## src/hw/dbg_console_pkg.sv

```systemverilog
package dbg_console_pkg;

    // ------------------------------------------------------------------
    // uart and reset timing
    // ------------------------------------------------------------------
    localparam int CLKS_PER_BIT = 16;           // clk cycles per serial bit
    localparam int BIT_CNT_W    = 4;            // fits 0 .. CLKS_PER_BIT-1
    localparam int RESET_HOLD   = 16;           // cpu reset low time for "r"

    // ------------------------------------------------------------------
    // cpu clock divider and select
    // ------------------------------------------------------------------
    localparam int DIV_W    = 8;
    localparam int RUN_TAP  = 3;                // half period 8 cycles
    localparam int FAST_TAP = 0;                // half period 1 cycle

    typedef enum logic [1:0] {
        CLK_SEL_MAN  = 2'd0,
        CLK_SEL_RUN  = 2'd1,
        CLK_SEL_FAST = 2'd2
    } clk_sel_t;

    // ------------------------------------------------------------------
    // console commands, ascii
    // ------------------------------------------------------------------
    localparam logic [7:0] CMD_RESET      = 8'h72;  // r
    localparam logic [7:0] CMD_RST_TOGGLE = 8'h65;  // e
    localparam logic [7:0] CMD_CLK_RISE   = 8'h7A;  // z
    localparam logic [7:0] CMD_CLK_FALL   = 8'h78;  // x
    localparam logic [7:0] CMD_CLK_PULSE  = 8'h63;  // c
    localparam logic [7:0] CMD_SEL_MAN    = 8'h6A;  // j
    localparam logic [7:0] CMD_SEL_RUN    = 8'h6B;  // k
    localparam logic [7:0] CMD_SEL_FAST   = 8'h6C;  // l

    localparam int REPLY_LEN = 4;               // two letters, cr, lf

    function automatic logic [7:0] reply_first(input logic [7:0] cmd);
        case (cmd)
            CMD_RESET, CMD_RST_TOGGLE:                 return 8'h52;  // R
            CMD_CLK_RISE, CMD_CLK_FALL, CMD_CLK_PULSE: return 8'h43;  // C
            CMD_SEL_MAN, CMD_SEL_RUN:                  return 8'h4B;  // K
            default:                                   return 8'h4F;  // O
        endcase
    endfunction

    function automatic logic [7:0] reply_second(input logic [7:0] cmd);
        case (cmd)
            CMD_RESET:      return 8'h73;  // s
            CMD_RST_TOGGLE: return 8'h61;  // a
            CMD_CLK_RISE:   return 8'h72;  // r
            CMD_CLK_FALL:   return 8'h66;  // f
            CMD_CLK_PULSE:  return 8'h74;  // t
            default:        return 8'h6B;  // k
        endcase
    endfunction

endpackage

```

## src/hw/uart_rx.sv

```systemverilog
`timescale 1ns/10ps

module uart_rx (
    input  logic       clk,
    input  logic       rst_n_i,
    input  logic       rx_i,
    output logic [7:0] rx_byte_o,
    output logic       rx_done_o
);

    localparam int CNT_W = dbg_console_pkg::BIT_CNT_W;
    localparam logic [CNT_W-1:0] CNT_FULL = CNT_W'(dbg_console_pkg::CLKS_PER_BIT - 1);
    localparam logic [CNT_W-1:0] CNT_HALF = CNT_W'(dbg_console_pkg::CLKS_PER_BIT / 2 - 1);

    typedef enum logic [1:0] {RX_IDLE, RX_START, RX_DATA, RX_STOP} rx_state_t;

    rx_state_t        state;
    logic [CNT_W-1:0] cnt;
    logic [2:0]       bit_idx;
    logic             rx_meta;
    logic             rx_sync;
    logic [7:0]       shift;

    always_ff @(posedge clk or negedge rst_n_i) begin
        if (!rst_n_i) begin
            state     <= RX_IDLE;
            cnt       <= '0;
            bit_idx   <= '0;
            rx_meta   <= 1'b1;           // idle line is high
            rx_sync   <= 1'b1;
            rx_done_o <= 1'b0;
        end else begin
            rx_meta   <= rx_i;
            rx_sync   <= rx_meta;
            rx_done_o <= 1'b0;
            case (state)
                RX_IDLE: begin
                    cnt <= '0;
                    if (!rx_sync) state <= RX_START;
                end
                RX_START: begin
                    if (cnt == CNT_HALF) begin   // middle of start bit
                        cnt     <= '0;
                        bit_idx <= '0;
                        state   <= rx_sync ? RX_IDLE : RX_DATA;  // glitch goes back
                    end else begin
                        cnt <= cnt + 1'b1;
                    end
                end
                RX_DATA: begin
                    if (cnt == CNT_FULL) begin
                        cnt     <= '0;
                        bit_idx <= bit_idx + 1'b1;
                        if (bit_idx == 3'd7) state <= RX_STOP;
                    end else begin
                        cnt <= cnt + 1'b1;
                    end
                end
                default: begin               // stop bit
                    if (cnt == CNT_FULL) begin
                        rx_done_o <= rx_sync;    // framing error is dropped
                        state     <= RX_IDLE;
                    end else begin
                        cnt <= cnt + 1'b1;
                    end
                end
            endcase
        end
    end

    // data bits come in lsb first
    always_ff @(posedge clk) begin
        if (state == RX_DATA && cnt == CNT_FULL) shift <= {rx_sync, shift[7:1]};
    end

    assign rx_byte_o = shift;

endmodule

```

## src/hw/uart_tx.sv

```systemverilog
`timescale 1ns/10ps

module uart_tx (
    input  logic       clk,
    input  logic       rst_n_i,
    input  logic       tx_start_i,
    input  logic [7:0] tx_byte_i,
    output logic       tx_o,
    output logic       tx_done_o
);

    localparam int CNT_W = dbg_console_pkg::BIT_CNT_W;
    localparam logic [CNT_W-1:0] CNT_FULL = CNT_W'(dbg_console_pkg::CLKS_PER_BIT - 1);

    typedef enum logic [1:0] {TX_IDLE, TX_START, TX_DATA, TX_STOP} tx_state_t;

    tx_state_t        state;
    logic [CNT_W-1:0] cnt;
    logic [2:0]       bit_idx;
    logic [7:0]       shift;

    always_ff @(posedge clk or negedge rst_n_i) begin
        if (!rst_n_i) begin
            state   <= TX_IDLE;
            cnt     <= '0;
            bit_idx <= '0;
            tx_o    <= 1'b1;
        end else begin
            case (state)
                TX_IDLE: begin
                    cnt <= '0;
                    if (tx_start_i) begin
                        tx_o  <= 1'b0;       // start bit
                        state <= TX_START;
                    end
                end
                TX_START: begin
                    if (cnt == CNT_FULL) begin
                        cnt     <= '0;
                        bit_idx <= '0;
                        tx_o    <= shift[0];
                        state   <= TX_DATA;
                    end else begin
                        cnt <= cnt + 1'b1;
                    end
                end
                TX_DATA: begin
                    if (cnt == CNT_FULL) begin
                        cnt     <= '0;
                        bit_idx <= bit_idx + 1'b1;
                        if (bit_idx == 3'd7) begin
                            tx_o  <= 1'b1;   // stop bit
                            state <= TX_STOP;
                        end else begin
                            tx_o <= shift[0];
                        end
                    end else begin
                        cnt <= cnt + 1'b1;
                    end
                end
                default: begin
                    if (cnt == CNT_FULL) state <= TX_IDLE;
                    else cnt <= cnt + 1'b1;
                end
            endcase
        end
    end

    always_ff @(posedge clk) begin
        if (state == TX_IDLE && tx_start_i) begin
            shift <= tx_byte_i;
        end else if ((state == TX_START || state == TX_DATA) && cnt == CNT_FULL) begin
            shift <= {1'b0, shift[7:1]};     // next bit into lsb
        end
    end

    assign tx_done_o = (state == TX_STOP) && (cnt == CNT_FULL);  // last stop cycle

endmodule

```

## src/hw/cpu_clk_gen.sv

```systemverilog
`timescale 1ns/10ps

module cpu_clk_gen (
    input  logic                      clk,
    input  logic                      rst_n_i,
    input  logic                      man_clk_i,
    input  dbg_console_pkg::clk_sel_t clk_sel_i,
    output logic                      cpu_clk_o
);

    logic [dbg_console_pkg::DIV_W-1:0] div_cnt;

    // free running, bit n has a half period of 2^n clk cycles
    always_ff @(posedge clk or negedge rst_n_i) begin
        if (!rst_n_i) begin
            div_cnt <= '0;
        end else begin
            div_cnt <= div_cnt + 1'b1;
        end
    end

    always_comb begin
        case (clk_sel_i)
            dbg_console_pkg::CLK_SEL_RUN:  cpu_clk_o = div_cnt[dbg_console_pkg::RUN_TAP];
            dbg_console_pkg::CLK_SEL_FAST: cpu_clk_o = div_cnt[dbg_console_pkg::FAST_TAP];
            default:                       cpu_clk_o = man_clk_i;  // manual stepping
        endcase
    end

endmodule

```

## src/hw/dbg_cmd_ctrl.sv

```systemverilog
`timescale 1ns/10ps

module dbg_cmd_ctrl (
    input  logic                      clk,
    input  logic                      rst_n_i,
    input  logic [7:0]                rx_byte_i,
    input  logic                      rx_done_i,
    input  logic                      tx_done_i,
    output logic                      tx_start_o,
    output logic [7:0]                tx_byte_o,
    output logic                      man_clk_o,
    output dbg_console_pkg::clk_sel_t clk_sel_o,
    output logic                      cpu_rst_n_o
);

    localparam int HOLD_W = $clog2(dbg_console_pkg::RESET_HOLD);
    localparam logic [HOLD_W-1:0] HOLD_LAST = HOLD_W'(dbg_console_pkg::RESET_HOLD - 1);
    localparam logic [1:0] BYTE_LAST = 2'(dbg_console_pkg::REPLY_LEN - 1);

    typedef enum logic [3:0] {
        ST_BOOT, ST_IDLE, ST_RST_ASSERT, ST_RST_HOLD, ST_RST_TOGGLE,
        ST_CLK_RISE, ST_CLK_FALL, ST_CLK_PULSE, ST_CLK_SEL, ST_SEND, ST_WAIT
    } ctrl_state_t;

    ctrl_state_t       state;
    logic [7:0]        cmd;
    logic [HOLD_W-1:0] hold_cnt;
    logic [1:0]        byte_cnt;

    // ------------------------------------------------------------------
    // command fsm
    // ------------------------------------------------------------------
    always_ff @(posedge clk or negedge rst_n_i) begin
        if (!rst_n_i) begin
            state       <= ST_BOOT;
            hold_cnt    <= '0;
            byte_cnt    <= '0;
            tx_start_o  <= 1'b0;
            man_clk_o   <= 1'b0;
            clk_sel_o   <= dbg_console_pkg::CLK_SEL_MAN;
            cpu_rst_n_o <= 1'b0;             // cpu held until the board is up
        end else begin
            tx_start_o <= 1'b0;
            case (state)
                ST_BOOT: begin
                    cpu_rst_n_o <= 1'b1;
                    state       <= ST_IDLE;
                end
                ST_IDLE: begin
                    if (rx_done_i) begin
                        case (rx_byte_i)
                            dbg_console_pkg::CMD_RESET:      state <= ST_RST_ASSERT;
                            dbg_console_pkg::CMD_RST_TOGGLE: state <= ST_RST_TOGGLE;
                            dbg_console_pkg::CMD_CLK_RISE:   state <= ST_CLK_RISE;
                            dbg_console_pkg::CMD_CLK_FALL:   state <= ST_CLK_FALL;
                            dbg_console_pkg::CMD_CLK_PULSE:  state <= ST_CLK_PULSE;
                            dbg_console_pkg::CMD_SEL_MAN,
                            dbg_console_pkg::CMD_SEL_RUN,
                            dbg_console_pkg::CMD_SEL_FAST:   state <= ST_CLK_SEL;
                            default:                         state <= ST_SEND;  // just "Ok"
                        endcase
                    end
                end
                ST_RST_ASSERT: begin
                    cpu_rst_n_o <= 1'b0;
                    hold_cnt    <= '0;
                    man_clk_o   <= ~man_clk_o;   // cpu sees edges while in reset
                    state       <= ST_RST_HOLD;
                end
                ST_RST_HOLD: begin
                    man_clk_o <= ~man_clk_o;
                    hold_cnt  <= hold_cnt + 1'b1;
                    if (hold_cnt == HOLD_LAST) begin
                        cpu_rst_n_o <= 1'b1;
                        state       <= ST_SEND;
                    end
                end
                ST_RST_TOGGLE: begin
                    cpu_rst_n_o <= ~cpu_rst_n_o;
                    state       <= ST_SEND;
                end
                ST_CLK_RISE: begin
                    man_clk_o <= 1'b1;
                    state     <= ST_SEND;
                end
                ST_CLK_FALL: begin
                    man_clk_o <= 1'b0;
                    state     <= ST_SEND;
                end
                ST_CLK_PULSE: begin
                    man_clk_o <= 1'b1;
                    state     <= ST_CLK_FALL;    // high for one cycle only
                end
                ST_CLK_SEL: begin
                    case (cmd)
                        dbg_console_pkg::CMD_SEL_RUN:  clk_sel_o <= dbg_console_pkg::CLK_SEL_RUN;
                        dbg_console_pkg::CMD_SEL_FAST: clk_sel_o <= dbg_console_pkg::CLK_SEL_FAST;
                        default:                       clk_sel_o <= dbg_console_pkg::CLK_SEL_MAN;
                    endcase
                    state <= ST_SEND;
                end
                // ----------------------------------------------------------
                // reply, one byte per tx frame
                // ----------------------------------------------------------
                ST_SEND: begin
                    tx_start_o <= 1'b1;
                    state      <= ST_WAIT;
                end
                default: begin
                    if (tx_done_i) begin
                        byte_cnt <= byte_cnt + 1'b1;  // wraps to 0 after lf
                        state    <= (byte_cnt == BYTE_LAST) ? ST_IDLE : ST_SEND;
                    end
                end
            endcase
        end
    end

    // command byte and reply byte
    always_ff @(posedge clk) begin
        if (state == ST_IDLE && rx_done_i) cmd <= rx_byte_i;
        if (state == ST_SEND) begin
            case (byte_cnt)
                2'd0:    tx_byte_o <= dbg_console_pkg::reply_first(cmd);
                2'd1:    tx_byte_o <= dbg_console_pkg::reply_second(cmd);
                2'd2:    tx_byte_o <= 8'h0D;     // cr
                default: tx_byte_o <= 8'h0A;     // lf
            endcase
        end
    end

endmodule

```

## src/hw/dbg_console_top.sv

```systemverilog
`timescale 1ns/10ps

module dbg_console_top (
    input  logic clk,
    input  logic rst_n_i,
    input  logic rx_i,
    output logic tx_o,
    output logic cpu_clk_o,
    output logic cpu_rst_n_o
);

    logic [7:0]                rx_byte;
    logic                      rx_done;
    logic                      tx_start;
    logic [7:0]                tx_byte;
    logic                      tx_done;
    logic                      man_clk;
    dbg_console_pkg::clk_sel_t clk_sel;

    // ------------------------------------------------------------------
    // serial side
    // ------------------------------------------------------------------
    uart_rx u_uart_rx (
        .clk       (clk),
        .rst_n_i   (rst_n_i),
        .rx_i      (rx_i),
        .rx_byte_o (rx_byte),
        .rx_done_o (rx_done)
    );

    uart_tx u_uart_tx (
        .clk        (clk),
        .rst_n_i    (rst_n_i),
        .tx_start_i (tx_start),
        .tx_byte_i  (tx_byte),
        .tx_o       (tx_o),
        .tx_done_o  (tx_done)
    );

    // ------------------------------------------------------------------
    // command control and cpu clock
    // ------------------------------------------------------------------
    dbg_cmd_ctrl u_dbg_cmd_ctrl (
        .clk         (clk),
        .rst_n_i     (rst_n_i),
        .rx_byte_i   (rx_byte),
        .rx_done_i   (rx_done),
        .tx_done_i   (tx_done),
        .tx_start_o  (tx_start),
        .tx_byte_o   (tx_byte),
        .man_clk_o   (man_clk),
        .clk_sel_o   (clk_sel),
        .cpu_rst_n_o (cpu_rst_n_o)
    );

    cpu_clk_gen u_cpu_clk_gen (
        .clk       (clk),
        .rst_n_i   (rst_n_i),
        .man_clk_i (man_clk),
        .clk_sel_i (clk_sel),
        .cpu_clk_o (cpu_clk_o)
    );

endmodule

```

## config.mk

```make
export PLATFORM = sky130hd
export DESIGN_NAME = dbg_console_top
export DESIGN_NICKNAME = d
export VERILOG_FILES = /design/src/hw/dbg_console_pkg.sv /design/src/hw/uart_rx.sv /design/src/hw/uart_tx.sv /design/src/hw/cpu_clk_gen.sv /design/src/hw/dbg_cmd_ctrl.sv /design/src/hw/dbg_console_top.sv
export SDC_FILE = /design/constraint.sdc
export NUM_CORES = 1
export LEC_CHECK = 0
export BUFFER_PORTS_ARGS = -buffer_cell sky130_fd_sc_hd__buf_2
export CORE_AREA = 2 2 70 105
export DETAILED_ROUTE_END_ITERATION = 8
export DIE_AREA = 0 0 72 107
export PLACE_DENSITY = 0.71
export SETUP_SLACK_MARGIN = 0.15
export SYNTH_ARGS = -nofsm -noshare
export SYNTH_HDL_FRONTEND = slang
export SYNTH_SLANG_ARGS = --single-unit
```

## constraint.sdc

```tcl
create_clock -name clk -period 1.54 [get_ports clk]
set_input_delay 0.077 -clock clk [delete_from_list [all_inputs] [get_ports clk]]
set_output_delay 0.077 -clock clk [all_outputs]
set_load 0.005 [all_outputs]
```

# ---- After elaboration in Yosys (flattened, before gate mapping)
# Cells that the tools add are included.
# W data, S select, Z words.
dict set report classes {
  n_addsub 7
  eq_ne 53
  n_mux 51
  bitwise 3
  n_reduce_logical 38
}
# operator count
set ops {}
lappend ops {{$eq A8 B7 Y1 const B} 16}
lappend ops {{$mux W4} 9}
lappend ops {{$pmux W4 S7} 1}
lappend ops {{$pmux W5 S5} 1}
lappend ops {{$pmux W4 S6} 1}
lappend ops {{$pmux W8 S3} 1}
lappend ops {{$mux W2} 11}
lappend ops {{$eq A4 B3 Y1 const B} 5}
lappend ops {{$eq A4 B4 Y1 const B} 5}
lappend ops {{$mux W8} 2}
lappend ops {{$ne A2 B1 Y1 const B} 8}
lappend ops {{$pmux W4 S2} 2}
lappend ops {{$pmux W5 S3} 1}
lappend ops {{$add A4 B1 Y4 const B} 3}
lappend ops {{$eq A2 B2 Y1 const B} 6}
lappend ops {{$mux W3} 4}
lappend ops {{$pmux W2 S3} 2}
lappend ops {{$pmux W3 S2} 2}
lappend ops {{$pmux W4 S3} 1}
lappend ops {{$reduce_and A5 Y1} 2}
lappend ops {{$reduce_bool A2 Y1} 5}
lappend ops {{$reduce_or A10 Y1} 1}
lappend ops {{$reduce_or A2 Y1} 5}
lappend ops {{$reduce_and A3 Y1} 3}
lappend ops {{other kinds (27)} 55}
dict set report word_totals {
  ff_bits 77
  output_inout_bits 3
}

# ---- Logic depth before layout (Yosys ltp)
# Gate-level depths: netlist of run 1.
dict set report depth {
  ltp_word 5
  mapped_depth 8
  depth_no_buf 7
}

# ---- Modules after synthesis
# A second synthesis of run 1 with hierarchy kept.
dict set report hier_totals {
  hier_cells 352
  area_unflattened_um2 3871.2
}
# module instances cells_each area_per_inst_um2 seq_area_each_um2
set modules_own_cells {}
lappend modules_own_cells {dbg_cmd_ctrl 1 179 1786.7 825.8}
lappend modules_own_cells {uart_tx 1 83 978.4 491.7}
lappend modules_own_cells {uart_rx 1 74 918.4 543.0}
lappend modules_own_cells {cpu_clk_gen 1 16 187.7 100.1}

# ---- Worst setup path after synthesis of run 1
# Ideal clock, no wire load.
dict set report synth_timing {
  path_kind {reg2reg}
  start {register u_uart_tx.cnt[0]}
  end {register u_dbg_cmd_ctrl.state[0]}
  arrival_time_ns 1.514
  t_required_ns 1.409
  path_slack_ns -0.105
  stages_incl_launch_ff 8
  period_less_slack_ns 1.645
  cell_sequence {dfrtp_1 > ha_1 > and3_1 > buf_4 > a21o_1 > o211ai_4 > o32ai_1 > o21ai_1}
}
dict set report synth_via {
  elab_chain_len 4
}
# element line_no
set synth_lines {}
lappend synth_lines {{from (decl)} uart_tx.sv:18} ;# logic [CNT_W-1:0] cnt;
lappend synth_lines {{from (signal assigned)} uart_tx.sv:44} ;# cnt <= cnt + 1'b1;
lappend synth_lines {{from (signal assigned)} uart_tx.sv:58} ;# cnt <= cnt + 1'b1;
lappend synth_lines {{from (signal assigned)} uart_tx.sv:63} ;# else cnt <= cnt + 1'b1;
lappend synth_lines {{$eq A4 B4 Y1} uart_tx.sv:77} ;# assign tx_done_o = (state == TX_STOP) && (cnt == CNT_FULL);
lappend synth_lines {{$logic_and A1 B1 Y1} uart_tx.sv:77}
lappend synth_lines {{$reduce_bool A8 Y1 (no line)} --}
lappend synth_lines {{$reduce_and A3 Y1 (no line)} --}
lappend synth_lines {{to (signal assigned)} dbg_cmd_ctrl.sv:112} ;# state <= (byte_cnt == BYTE_LAST) ? ST_IDLE : ST_SEND;
lappend synth_lines {{to (decl)} dbg_cmd_ctrl.sv:25} ;# ctrl_state_t state;
# Every way passes these cells.
# A chain may end at the register's enable or synchronous reset.

# ---- Worst setup path in the final report of run 1
dict set report layout_timing {
  start {register u_dbg_cmd_ctrl.state[1]}
  end {register u_dbg_cmd_ctrl.state[0]}
}
dict set report layout_via {
  elab_chain_len 4
  word_cells_on_any_way 16
  classes_between {eq/ne: 11; mux: 1; reduce/logical: 4}
}
# element line_no
set layout_lines {}
lappend layout_lines {{$eq A4 B3 Y1 or $eq A4 B4 Y1 (tied branches)} dbg_cmd_ctrl.sv:44} ;# case (state)
lappend layout_lines {{$reduce_or A4 Y1 (no line)} --}
lappend layout_lines {{$reduce_bool A8 Y1 (no line)} --}
lappend layout_lines {{$reduce_and A3 Y1 (no line)} --}
# Parallel ways exist; a longest one is shown, timed or not.

==> results of run 1 <==
-- report_power, final --
group	internal, mW	total (mW)	switching [mW]
registers	2.35	2.72	0.369
clock network	0.733	1.42	0.685
logic	2.02	3.87	1.85
total	5.11	8.01	2.91
-- how the worst max path moves through the flow --
stage	cells after the start	slack [ps]	startpoint	end
after floorplan	7	-30	u_uart_tx.cnt[0]$_DFFE_PN0P_	u_dbg_cmd_ctrl.state[0]$_DFFE_PN0P_
after global placement	6	-30	u_uart_tx.cnt[1]$_DFFE_PN0P_	u_dbg_cmd_ctrl.state[0]$_DFFE_PN0P_
after detailed placement	5	-90	u_uart_tx.cnt[1]$_DFFE_PN0P_	u_uart_tx.state[1]$_DFFE_PN0P_
after CTS	5	-30	u_dbg_cmd_ctrl.cmd[2]$_DFFE_PP_	u_dbg_cmd_ctrl.tx_byte_o[0]$_DFFE_PP_
after global routing	5	-170	u_dbg_cmd_ctrl.cmd[2]$_DFFE_PP_	u_dbg_cmd_ctrl.tx_byte_o[0]$_DFFE_PP_
final	4	-90	u_dbg_cmd_ctrl.state[1]$_DFFE_PN0P_	u_dbg_cmd_ctrl.state[0]$_DFFE_PN0P_
-- final cells by class --
type	instances	area [um2]
Clock buffer	11	131.4
Tap cell	78	97.59
Timing Repair Buffer	88	755.7
Multi-Input combinational cell	246	2122
Fill cell	407	1647
Clock inverter	5	48.80
Sequential cell	71	1937
Inverter	17	66.31
-- metrics by stage --
step | setup slack (ps) | hold WS [ps]
global placement | -34.12 | 31.45
floorplan | -28.06 | -218.6
CTS | -27.54 | 198.3
finish | -88.79 | 195.7
detailed placement | -93.00 | 34.54
global route | -167.9 | 224.1
-- registers in the layout, indices dropped and copies added (netlist names) --
| register | count |
|---|---|
| u_uart_rx.cnt | 4 |
| u_cpu_clk_gen.div_cnt | 4 |
| u_dbg_cmd_ctrl.clk_sel_o | 2 |
| u_uart_rx.bit_idx | 3 |
| u_dbg_cmd_ctrl.cmd | 8 |
| u_uart_rx.rx_sync | 1 |
| u_uart_rx.rx_byte_o | 8 |
| u_dbg_cmd_ctrl.hold_cnt | 4 |
| u_uart_tx.tx_o | 1 |
| u_uart_rx.state | 2 |
| u_uart_tx.bit_idx | 3 |
| u_uart_tx.state | 2 |
| u_dbg_cmd_ctrl.tx_start_o | 1 |
| u_uart_rx.rx_meta | 1 |
| u_dbg_cmd_ctrl.byte_cnt | 2 |
| u_uart_rx.rx_done_o | 1 |
| u_dbg_cmd_ctrl.state | 4 |
| u_uart_tx.cnt | 4 |
| u_dbg_cmd_ctrl.tx_byte_o | 7 |
| u_dbg_cmd_ctrl.man_clk_o | 1 |
| u_dbg_cmd_ctrl.cpu_rst_n_o | 1 |
| u_uart_tx.shift | 7 |
-- synthesized netlist by cell type (all sizes together) (5+ instances only) --
| cell | instances |
|---|---|
| nand2 | 48 |
| a21oi | 13 |
| inv | 17 |
| nand2b | 8 |
| o21ai | 28 |
| and3 | 5 |
| edfxtp | 30 |
| dfrtp | 38 |
| a31oi | 7 |
| nor2 | 21 |
| clkbuf | 5 |
| nand3b | 7 |
| ha | 24 |
| mux2 | 6 |
| nand3 | 9 |
| a22o | 5 |
-- logic make-up after synthesis --
logic type      count (synthesis)
fa+ha+maj                      24
xor+xnor                        8
mux                            10
buf+inv                        26
compound gates                 82
simple gates                  122
flops                          71
-- per-layer routing --
metal	vias up	GRT usage
met5	-	0
met4	0	0.1065
met3	26	0.04417
met2	57	0.4114
met1	1468	0.2250
li1	1427	-
-- timing repair --
| item | 4_1_cts | 5_1_grt |
|---|---|---|
| hold endpoints to repair | 16 | 0 |
| setup endpoints to repair | 61 | 68 |
| gates resized for setup | 55 | 57 |
| buffers inserted | 20 | 13 |
| hold buffers | 2 | 0 |
| pin swaps | 27 | 37 |
==> results.ini, run 1 <==
[cts]
clk_pin_slew_worst_paths_ps=70
h-tree-depth=3
root_buffer=clkbuf_8
clock_path_buffers=2
clk_latency_ps=350
cts_tree=done
cts_sinks=71
cts_buffers=9

[synth]
synth-main-ff-cell=dfrtp_1
synth_nets=370
synthTopCellsByArea=dfrtp_1 (26%), edfxtp_1 (24%), ha_1 (8.1%)
syn_area_per_cell_um2=10.77
post-synth-top-area-fraction=0.2574
synthCells=343
syn_area_mm2=0.003695
synth-xor-area-share=0.01896
yosysWarnings=0
ys_ff_latch=71
synthMuxAreaShare=0.02912
ys_seq_area_frac=0.5225
synthArstFlopShare=0.5775
synth_top_area_cell=dfrtp_1
synth_fa_ha_area_frac=0.08127
synth_top_family_by_area=simple AND/OR/NAND/NOR gates
yosysUniqueCellTypes=61
synth-simple-area-share=0.1697
synth_compound_area_frac=0.1483
synth_edf_count=30

[sta]
period_minus_slack_ps=1629
max_freq_mhz=614.0
finalHoldViolCount=0
fin_worst_skew_ps=8.800
tns_ps=-671.2
drv_slew=0
fin_crit_sh=1.058
rsz0062_at_grt=yes
slew_headroom=0.6986
tightest_slew_ps=448.7
setup_viol=14
worst_slack_ps=-88.79

[drt]
dr_wl_met3_um=215
drt-pass1-iter-count=4
vias=2978
drt_iter0_markers=143
post_drt_wl_per_cell_um=16.38
drc=0
wl_met1_mm=3.163
routed_wl_mm=8.454
highest_layer=met4
via_per_inst=5.771
wl_met2_mm=4.767
antenna_left=0

[setup_path]
critPathMaxStageDelay_ps=600
cp_cell_sequence=or4_4, o211ai_4, o32ai_2, o21ai_1
crit_buf_inv=0
crit_type=register to register
r2r-start=u_dbg_cmd_ctrl.state[1]$_DFFE_PN0P_
regToRegSetupSlack_ps=-90
required_ps=1820
worstReg2RegEnd=u_dbg_cmd_ctrl.state[0]$_DFFE_PN0P_
end_kind=register
cp_slowest_cell=or4_4
critPathTopFamily=simple AND/OR/NAND/NOR gates
reg2reg_depth=4
critPathLaunchType=register
critPathMaxFanout=5
cp.arrival_ps=1900

[global_route]
grt_use_total=0.2193
grt_max_degree=27
grt_pass1_wl_mm=13.09
antenna_found_initial=0
first_global_vias=2927
grt-ovfl-total=0

[die]
io_pins=6
die_h_um=107
core-area_mm2=0.006805
row_count=37
die-width_um=72
initial_core_util=0.5429
die_area_mm2=0.007704

[cells_and_area]
mostFrequentLayoutCell=buf_4
area_growth_pct=39.62
final_nets=460
final_cells=516
utilization=0.7580
final_cell_area_mm2=0.005159
layout-drive-gt1-share=0.4475
final_cell_mix=buf_4 (63), nand2_1 (39), dfrtp_1 (33)
antenna_cells=0

[run]
cap_violations=0

[placed_design]
dpl.cell_count=465
dp_hpwl_mm=5.325
port-buffer-count=5
gp_congestion=0.9089
placed_area_mm2=0.004235

[power_and_ir_drop]
power.total_mw=8.014
ir_drop_v=0.001327
powerDensity_mw_per_mm2=1554
power_leakage_nw=2.154

[run_status]
violations=negative setup slack
status=finished with violations

[hold_path]
hold_class=input port to asynchronous set/reset pin

(Power assumes the default switching activity.)
==> run 2, diff against run 1 <==
Settings changed: ABC_AREA set to 1, PLACE_DENSITY 0.71 to 0.72.
==> run 2 against run 1 <==
  * The flow now finishes without violations
  * Worst setup slack better by 100 ps
  * First-iteration DRC count grew 41%
  * Total power shrank 0.66%
  * Largest cell class unchanged
  * Largest power group unchanged
==> results.ini, run 2 <==
[global_route]
grt_use_total=0.2265
antenna_found_initial=0
grtUsageMet2=0.4345
use_met1=0.2158
grt-busiest-layer=met2
first_global_vias=3085
grt_pass1_wl_mm=13.25
grt_max_degree=42
gr-usage-met3=0.04229
grt-ovfl-total=0

[hold_path]
hold_class=input port to asynchronous set/reset pin

[cts]
clk_pin_slew_worst_paths_ps=70
cts_buffers=9
cts_sinks=71
cts_tree=done
h-tree-depth=3
root_buffer=clkbuf_8
clock_path_buffers=2
clk_latency_ps=350

[cells_and_area]
layout-drive-gt1-share=0.4551
fillers=449
final_nets=501
multi_input_area_mm2=0.002110
area_growth_pct=35.68
register_area_mm2=0.001939
final_cell_area_mm2=0.005044
mostFrequentLayoutCell=nand2_1
utilization=0.7411
final_cell_mix=nand2_1 (61), buf_4 (37), inv_1 (34)
antenna_cells=0

[placed_design]
placed_area_mm2=0.003975
gp_congestion=0.9090
port-buffer-count=5
dp_hpwl_mm=5.130

[drt]
vias=3057
via_per_inst=5.488
drt_iter0_markers=202
antenna_left=0
drt-pass1-iter-count=5
post_drt_wl_per_cell_um=15.79
drc=0
routed_wl_mm=8.795

[power_and_ir_drop]
power.total_mw=7.961
power_leakage_nw=2.267
powerDensity_mw_per_mm2=1579
ir_drop_v=0.0008802

[die]
die-width_um=72
row_count=37
die_h_um=107
io_pins=6
initial_core_util=0.5462
core-area_mm2=0.006805
die_area_mm2=0.007704

[setup_path]
critPathMaxFanout=4
cp.arrival_ps=1780
critPathLaunchType=register
required_ps=1800
end_kind=register
crit_type=register to register

[synth]
yosysUniqueCellTypes=37
synth_top_area_cell=dfrtp_1
synthCells=406
ys_seq_area_frac=0.5194
syn_area_mm2=0.003717
yosysWarnings=0
yosysMostFrequentCell=nand2_1
synthArstFlopShare=0.5775
post-synth-top-area-fraction=0.2558
synthTopCellsByArea=dfrtp_1 (26%), edfxtp_1 (24%), nand2_1 (8.4%)
ys_ff_latch=71
synth-main-ff-cell=dfrtp_1
synth_nets=433
ys_top_cells_by_count=nand2_1 (83), inv_1 (52), nor2_1 (45)
synth_edf_count=30
syn_area_per_cell_um2=9.156

[sta]
setup_viol=0
tns_ps=0
finalHoldViolCount=0
max_freq_mhz=656.0
fin_crit_sh=0.9899
slew_headroom=0.8100
drv_slew=0
hold_ws_ps=245.2
fin_worst_skew_ps=8.540
rsz0062_at_grt=yes
period_minus_slack_ps=1524
tightest_slew_ps=285.0

[run_status]
status=complete, no violations

[run]
cap_violations=0

[run 2: cell count changes after synthesis, sizes merged, moves of 5 or more]
| cell | change |
|---|---|
| inv | +46 |
| a31oi | -7 |
| nand2 | +38 |
| nand3 | +16 |
| nor2 | +29 |
| nand3b | -5 |
| and3 | -5 |
| nand2b | -8 |
[run 2: cells by family after synthesis]
group / share of synthesized area
flip-flops: 0.5194
XOR/XNOR: 0.01414
adder cells (fa/ha/maj): 0.08078
AND/OR/NAND/NOR: 0.2073
buffers and inverters: 0.06462
AO/OA/AOI/OAI: 0.09559
multiplexers: 0.01817
[run 2: what timing repair did]
item / CTS / global route
endpoints found under the hold margin: 42 / 0
buffers inserted: 21 / 17
gates resized for setup: 57 / 111
gates cloned: 1 / 0
pin swaps: 14 / 42
hold buffers: 2 / 0
setup endpoints to repair: 60 / 66
[run 2: where the power goes]
part | switching [mW] | leakage (nW) | internal, mW | total [mW]
clock network | 0.632 | 0.0784 | 0.582 | 1.21
registers | 0.345 | 0.776 | 2.38 | 2.72
logic | 2.21 | 1.41 | 1.82 | 4.02
[run 2: metal layers]
layer | part of all wire | wire length [um] | up-vias
met2 | 0.58 | 5103 | 71
li1 | - | - | 1479
met4 | 0.047 | 412 | 0
met1 | 0.35 | 3056 | 1468
met5 | 0 | 0 | -
met3 | 0.025 | 223 | 39
[run 2: worst paths after layout]
kind | depth (start not counted) | slack (ps) | from | to
min | 3 | 250 | rst_n_i | u_uart_tx.bit_idx[0]$_DFFE_PN0P_
min in group clk | 0 | 360 | u_uart_rx.rx_meta$_DFF_PN1_ | u_uart_rx.rx_sync$_DFF_PN1_
max in group asynchronous | 3 | 1030 | rst_n_i | u_uart_rx.rx_sync$_DFF_PN1_
min reg2reg | 0 | 360 | u_uart_rx.rx_meta$_DFF_PN1_ | u_uart_rx.rx_sync$_DFF_PN1_
max | 8 | 20 | u_uart_tx.state[1]$_DFFE_PN0P_ | u_uart_tx.tx_o$_DFFE_PN1P_
max reg2reg | 8 | 20 | u_uart_tx.state[1]$_DFFE_PN0P_ | u_uart_tx.tx_o$_DFFE_PN1P_
[run 2: per-stage QoR]
step	setup slack, ps	cells
floorplan	17.31	406
global placement	-9.854	500
detailed placement	-29.34	500
CTS	25.25	540
global route	-76.24	557
finish	15.57	557
[run 2: area by class of cell]
class | count | area share
multi-input cells | 272 | 0.4183
flip-flops and latches | 71 | 0.3845
repair buffers | 57 | 0.09650
inverters | 63 | 0.05110
clock buffers | 14 | 0.02828
well taps | 78 | 0.01935
clock inverters | 2 | 0.001985
[run 2: worst max-delay path, stage by stage (launching register included)]
cell and delay [ps]:
dfrtp_2 420, inv_2 80, ha_4 160, or2_4 260
nand2_4 70, inv_4 50, nor2_4 120, a21oi_2 80
o31ai_1 200
==> run 3, diff against run 2 <==
Settings changed: ABC_AREA 1 to unset, CORE_AREA 2 2 70 105 to 5 5 73 108, DIE_AREA 0 0 72 107 to 0 0 78 113, PLACE_DENSITY 0.72 to 0.71.
==> run 3 against run 2 <==
  * The flow now finishes with violations (negative setup slack)
  * Worst setup slack worse by 94 ps
  * Wire length down 3.4%
  * Register-to-register slack worse by 90 ps
  * Clock power up 16%
  * First-iteration DRC count down 40%
  * Hold slack worse by 62 ps
  * Global-route usage down 3.4 points
  * Cell count down 7.9%
  * Via count down 2.9%
  * Clock skew up 1.3 ps
  * Critical endpoint is now u_dbg_cmd_ctrl.state[0]$_DFFE_PN0P_
  * Total power up 2.5%
  * Clock-buffer cell count down 3
  * Highest routed layer unchanged
==> results.ini, run 3 (synthesis results as in run 1) <==
[run_status]
status=finished with violations
violations=negative setup slack

[setup_path]
cp_cell_sequence=or4_4, o211ai_4, o32ai_2, o21ai_1
crit_buf_inv=0
critPathLaunchType=register
end_kind=register
critPathMaxStageDelay_ps=600
critPathMaxFanout=4
required_ps=1820
regToRegSetupSlack_ps=-80
cp.arrival_ps=1890
critPathTopFamily=simple AND/OR/NAND/NOR gates
crit_type=register to register
cp_slowest_cell=or4_4

[global_route]
grt-ovfl-total=0
grt_use_total=0.1928
antenna_found_initial=0
grt_max_degree=27
grt_pass1_wl_mm=13.48
first_global_vias=3030

[power_and_ir_drop]
power_leakage_nw=2.132
power.total_mw=8.162
ir_drop_v=0.001323
powerDensity_mw_per_mm2=1596

[cells_and_area]
layout-drive-gt1-share=0.4575
final_nets=457
final_cells=513
mostFrequentLayoutCell=buf_4
antenna_cells=0
utilization=0.7514
multi_input_area_mm2=0.002117
final_cell_mix=buf_4 (63), nand2_1 (38), dfrtp_1 (30), edfxtp_1 (30)
area_growth_pct=38.40
fillers=419
register_area_mm2=0.001941

[drt]
drc=0
post_drt_wl_per_cell_um=16.57
via_per_inst=5.788
antenna_left=0
vias=2969
drt_iter0_markers=122
drt-pass1-iter-count=4
routed_wl_mm=8.499

[cts]
root_buffer=clkbuf_8
clock_path_buffers=2
cts_tree=done
clk_pin_slew_worst_paths_ps=70
clk_latency_ps=350
h-tree-depth=3
cts_buffers=9
cts_sinks=71

[run]
cap_violations=0

[hold_path]
hold_class=input port to asynchronous set/reset pin

[sta]
slew_headroom=0.7006
fin_worst_skew_ps=9.855
drv_slew=0
worst_slack_ps=-78.25
period_minus_slack_ps=1618
tightest_slew_ps=449.1
fin_crit_sh=1.051
setup_viol=11
finalHoldViolCount=0
rsz0062_at_grt=yes
max_freq_mhz=618.0

[die]
die_h_um=113
initial_core_util=0.5429
row_count=37
die-width_um=78
die_area_mm2=0.008814
core-area_mm2=0.006805
io_pins=6

[placed_design]
gp_congestion=0.8165
port-buffer-count=5
dpl.cell_count=464
dp_hpwl_mm=5.298

==> run 3: cell types whose count changed in the layout (fill, tap and decap cells not counted), moves of 10 or more <==
cell	before	now
nor2_4	16	0
nand2_2	19	7
nand2_1	61	38
inv_2	22	7
buf_4	37	63
inv_1	34	7
nand3_2	12	2
==> run 3: per-stage QoR <==
step	setup WS, ps	hold slack (ps)	instance area, um2	setup TNS (ps)
after global placement	-20.86	17.82	4215	-20.86
after CTS	-18.92	173.0	4767	-23.31
after global routing	-162.6	212.3	5114	-1403
after floorplan	-28.06	-218.6	3786	-28.06
final	-78.25	183.4	5114	-402.9
after detailed placement	-59.64	19.20	4215	-77.89
==> run 3: report_power, final <==
group	internal [mW]	switching, mW	leakage [nW]	total (mW)
sequential	2.36	0.401	0.765	2.76
combinational	2.11	1.89	1.27	4.01
clock	0.735	0.662	0.0945	1.40
total	5.21	2.96	2.13	8.16
==> run 3: path summary, 6_finish.rpt <==
kind,depth (start not counted),endpoint,from
worst min-delay path,2,u_cpu_clk_gen.div_cnt[0]$_DFF_PN0_,rst_n_i
worst max-delay path,4,u_dbg_cmd_ctrl.state[0]$_DFFE_PN0P_,u_dbg_cmd_ctrl.state[1]$_DFFE_PN0P_
worst min register to register,0,u_uart_rx.rx_sync$_DFF_PN1_,u_uart_rx.rx_meta$_DFF_PN1_
min in group clk,0,u_uart_rx.rx_sync$_DFF_PN1_,u_uart_rx.rx_meta$_DFF_PN1_
max in group asynchronous,3,u_uart_tx.tx_o$_DFFE_PN1P_,rst_n_i
worst max register to register,4,u_dbg_cmd_ctrl.state[0]$_DFFE_PN0P_,u_dbg_cmd_ctrl.state[1]$_DFFE_PN0P_
==> run 3: final cells by class <==
cell class | instances | share of cell area
clock buffers | 11 | 0.02569
clock inverters | 5 | 0.009542
inverters | 17 | 0.01444
multi-input cells | 246 | 0.4140
flip-flops and latches | 71 | 0.3795
well taps | 78 | 0.01908
repair buffers | 85 | 0.1378
==> run 3: per-layer routing <==
layer / up-vias / wire [um] / GRT usage
met2: 62 / 4859 / 0.3519
li1: 1428 / - / -
met3: 27 / 191 / 0.03105
met1: 1452 / 3099 / 0.1995
met4: 0 / 348 / 0.1229
met5: - / 0 / 0
==> run 3: worst reg2reg max path, stage by stage, from the launching register on <==
cell and delay (ps):
dfrtp_2 460, or4_4 610, o211ai_4 270, o32ai_2 130, o21ai_1 80
==> run 3: what timing repair did <==
item	CTS	global route
pin swaps	30	32
setup endpoints to repair	61	68
setup buffers	16	15
endpoints found under the hold margin	39	0
hold buffers	2	0
gates cloned	0	0
gates resized for setup	61	61
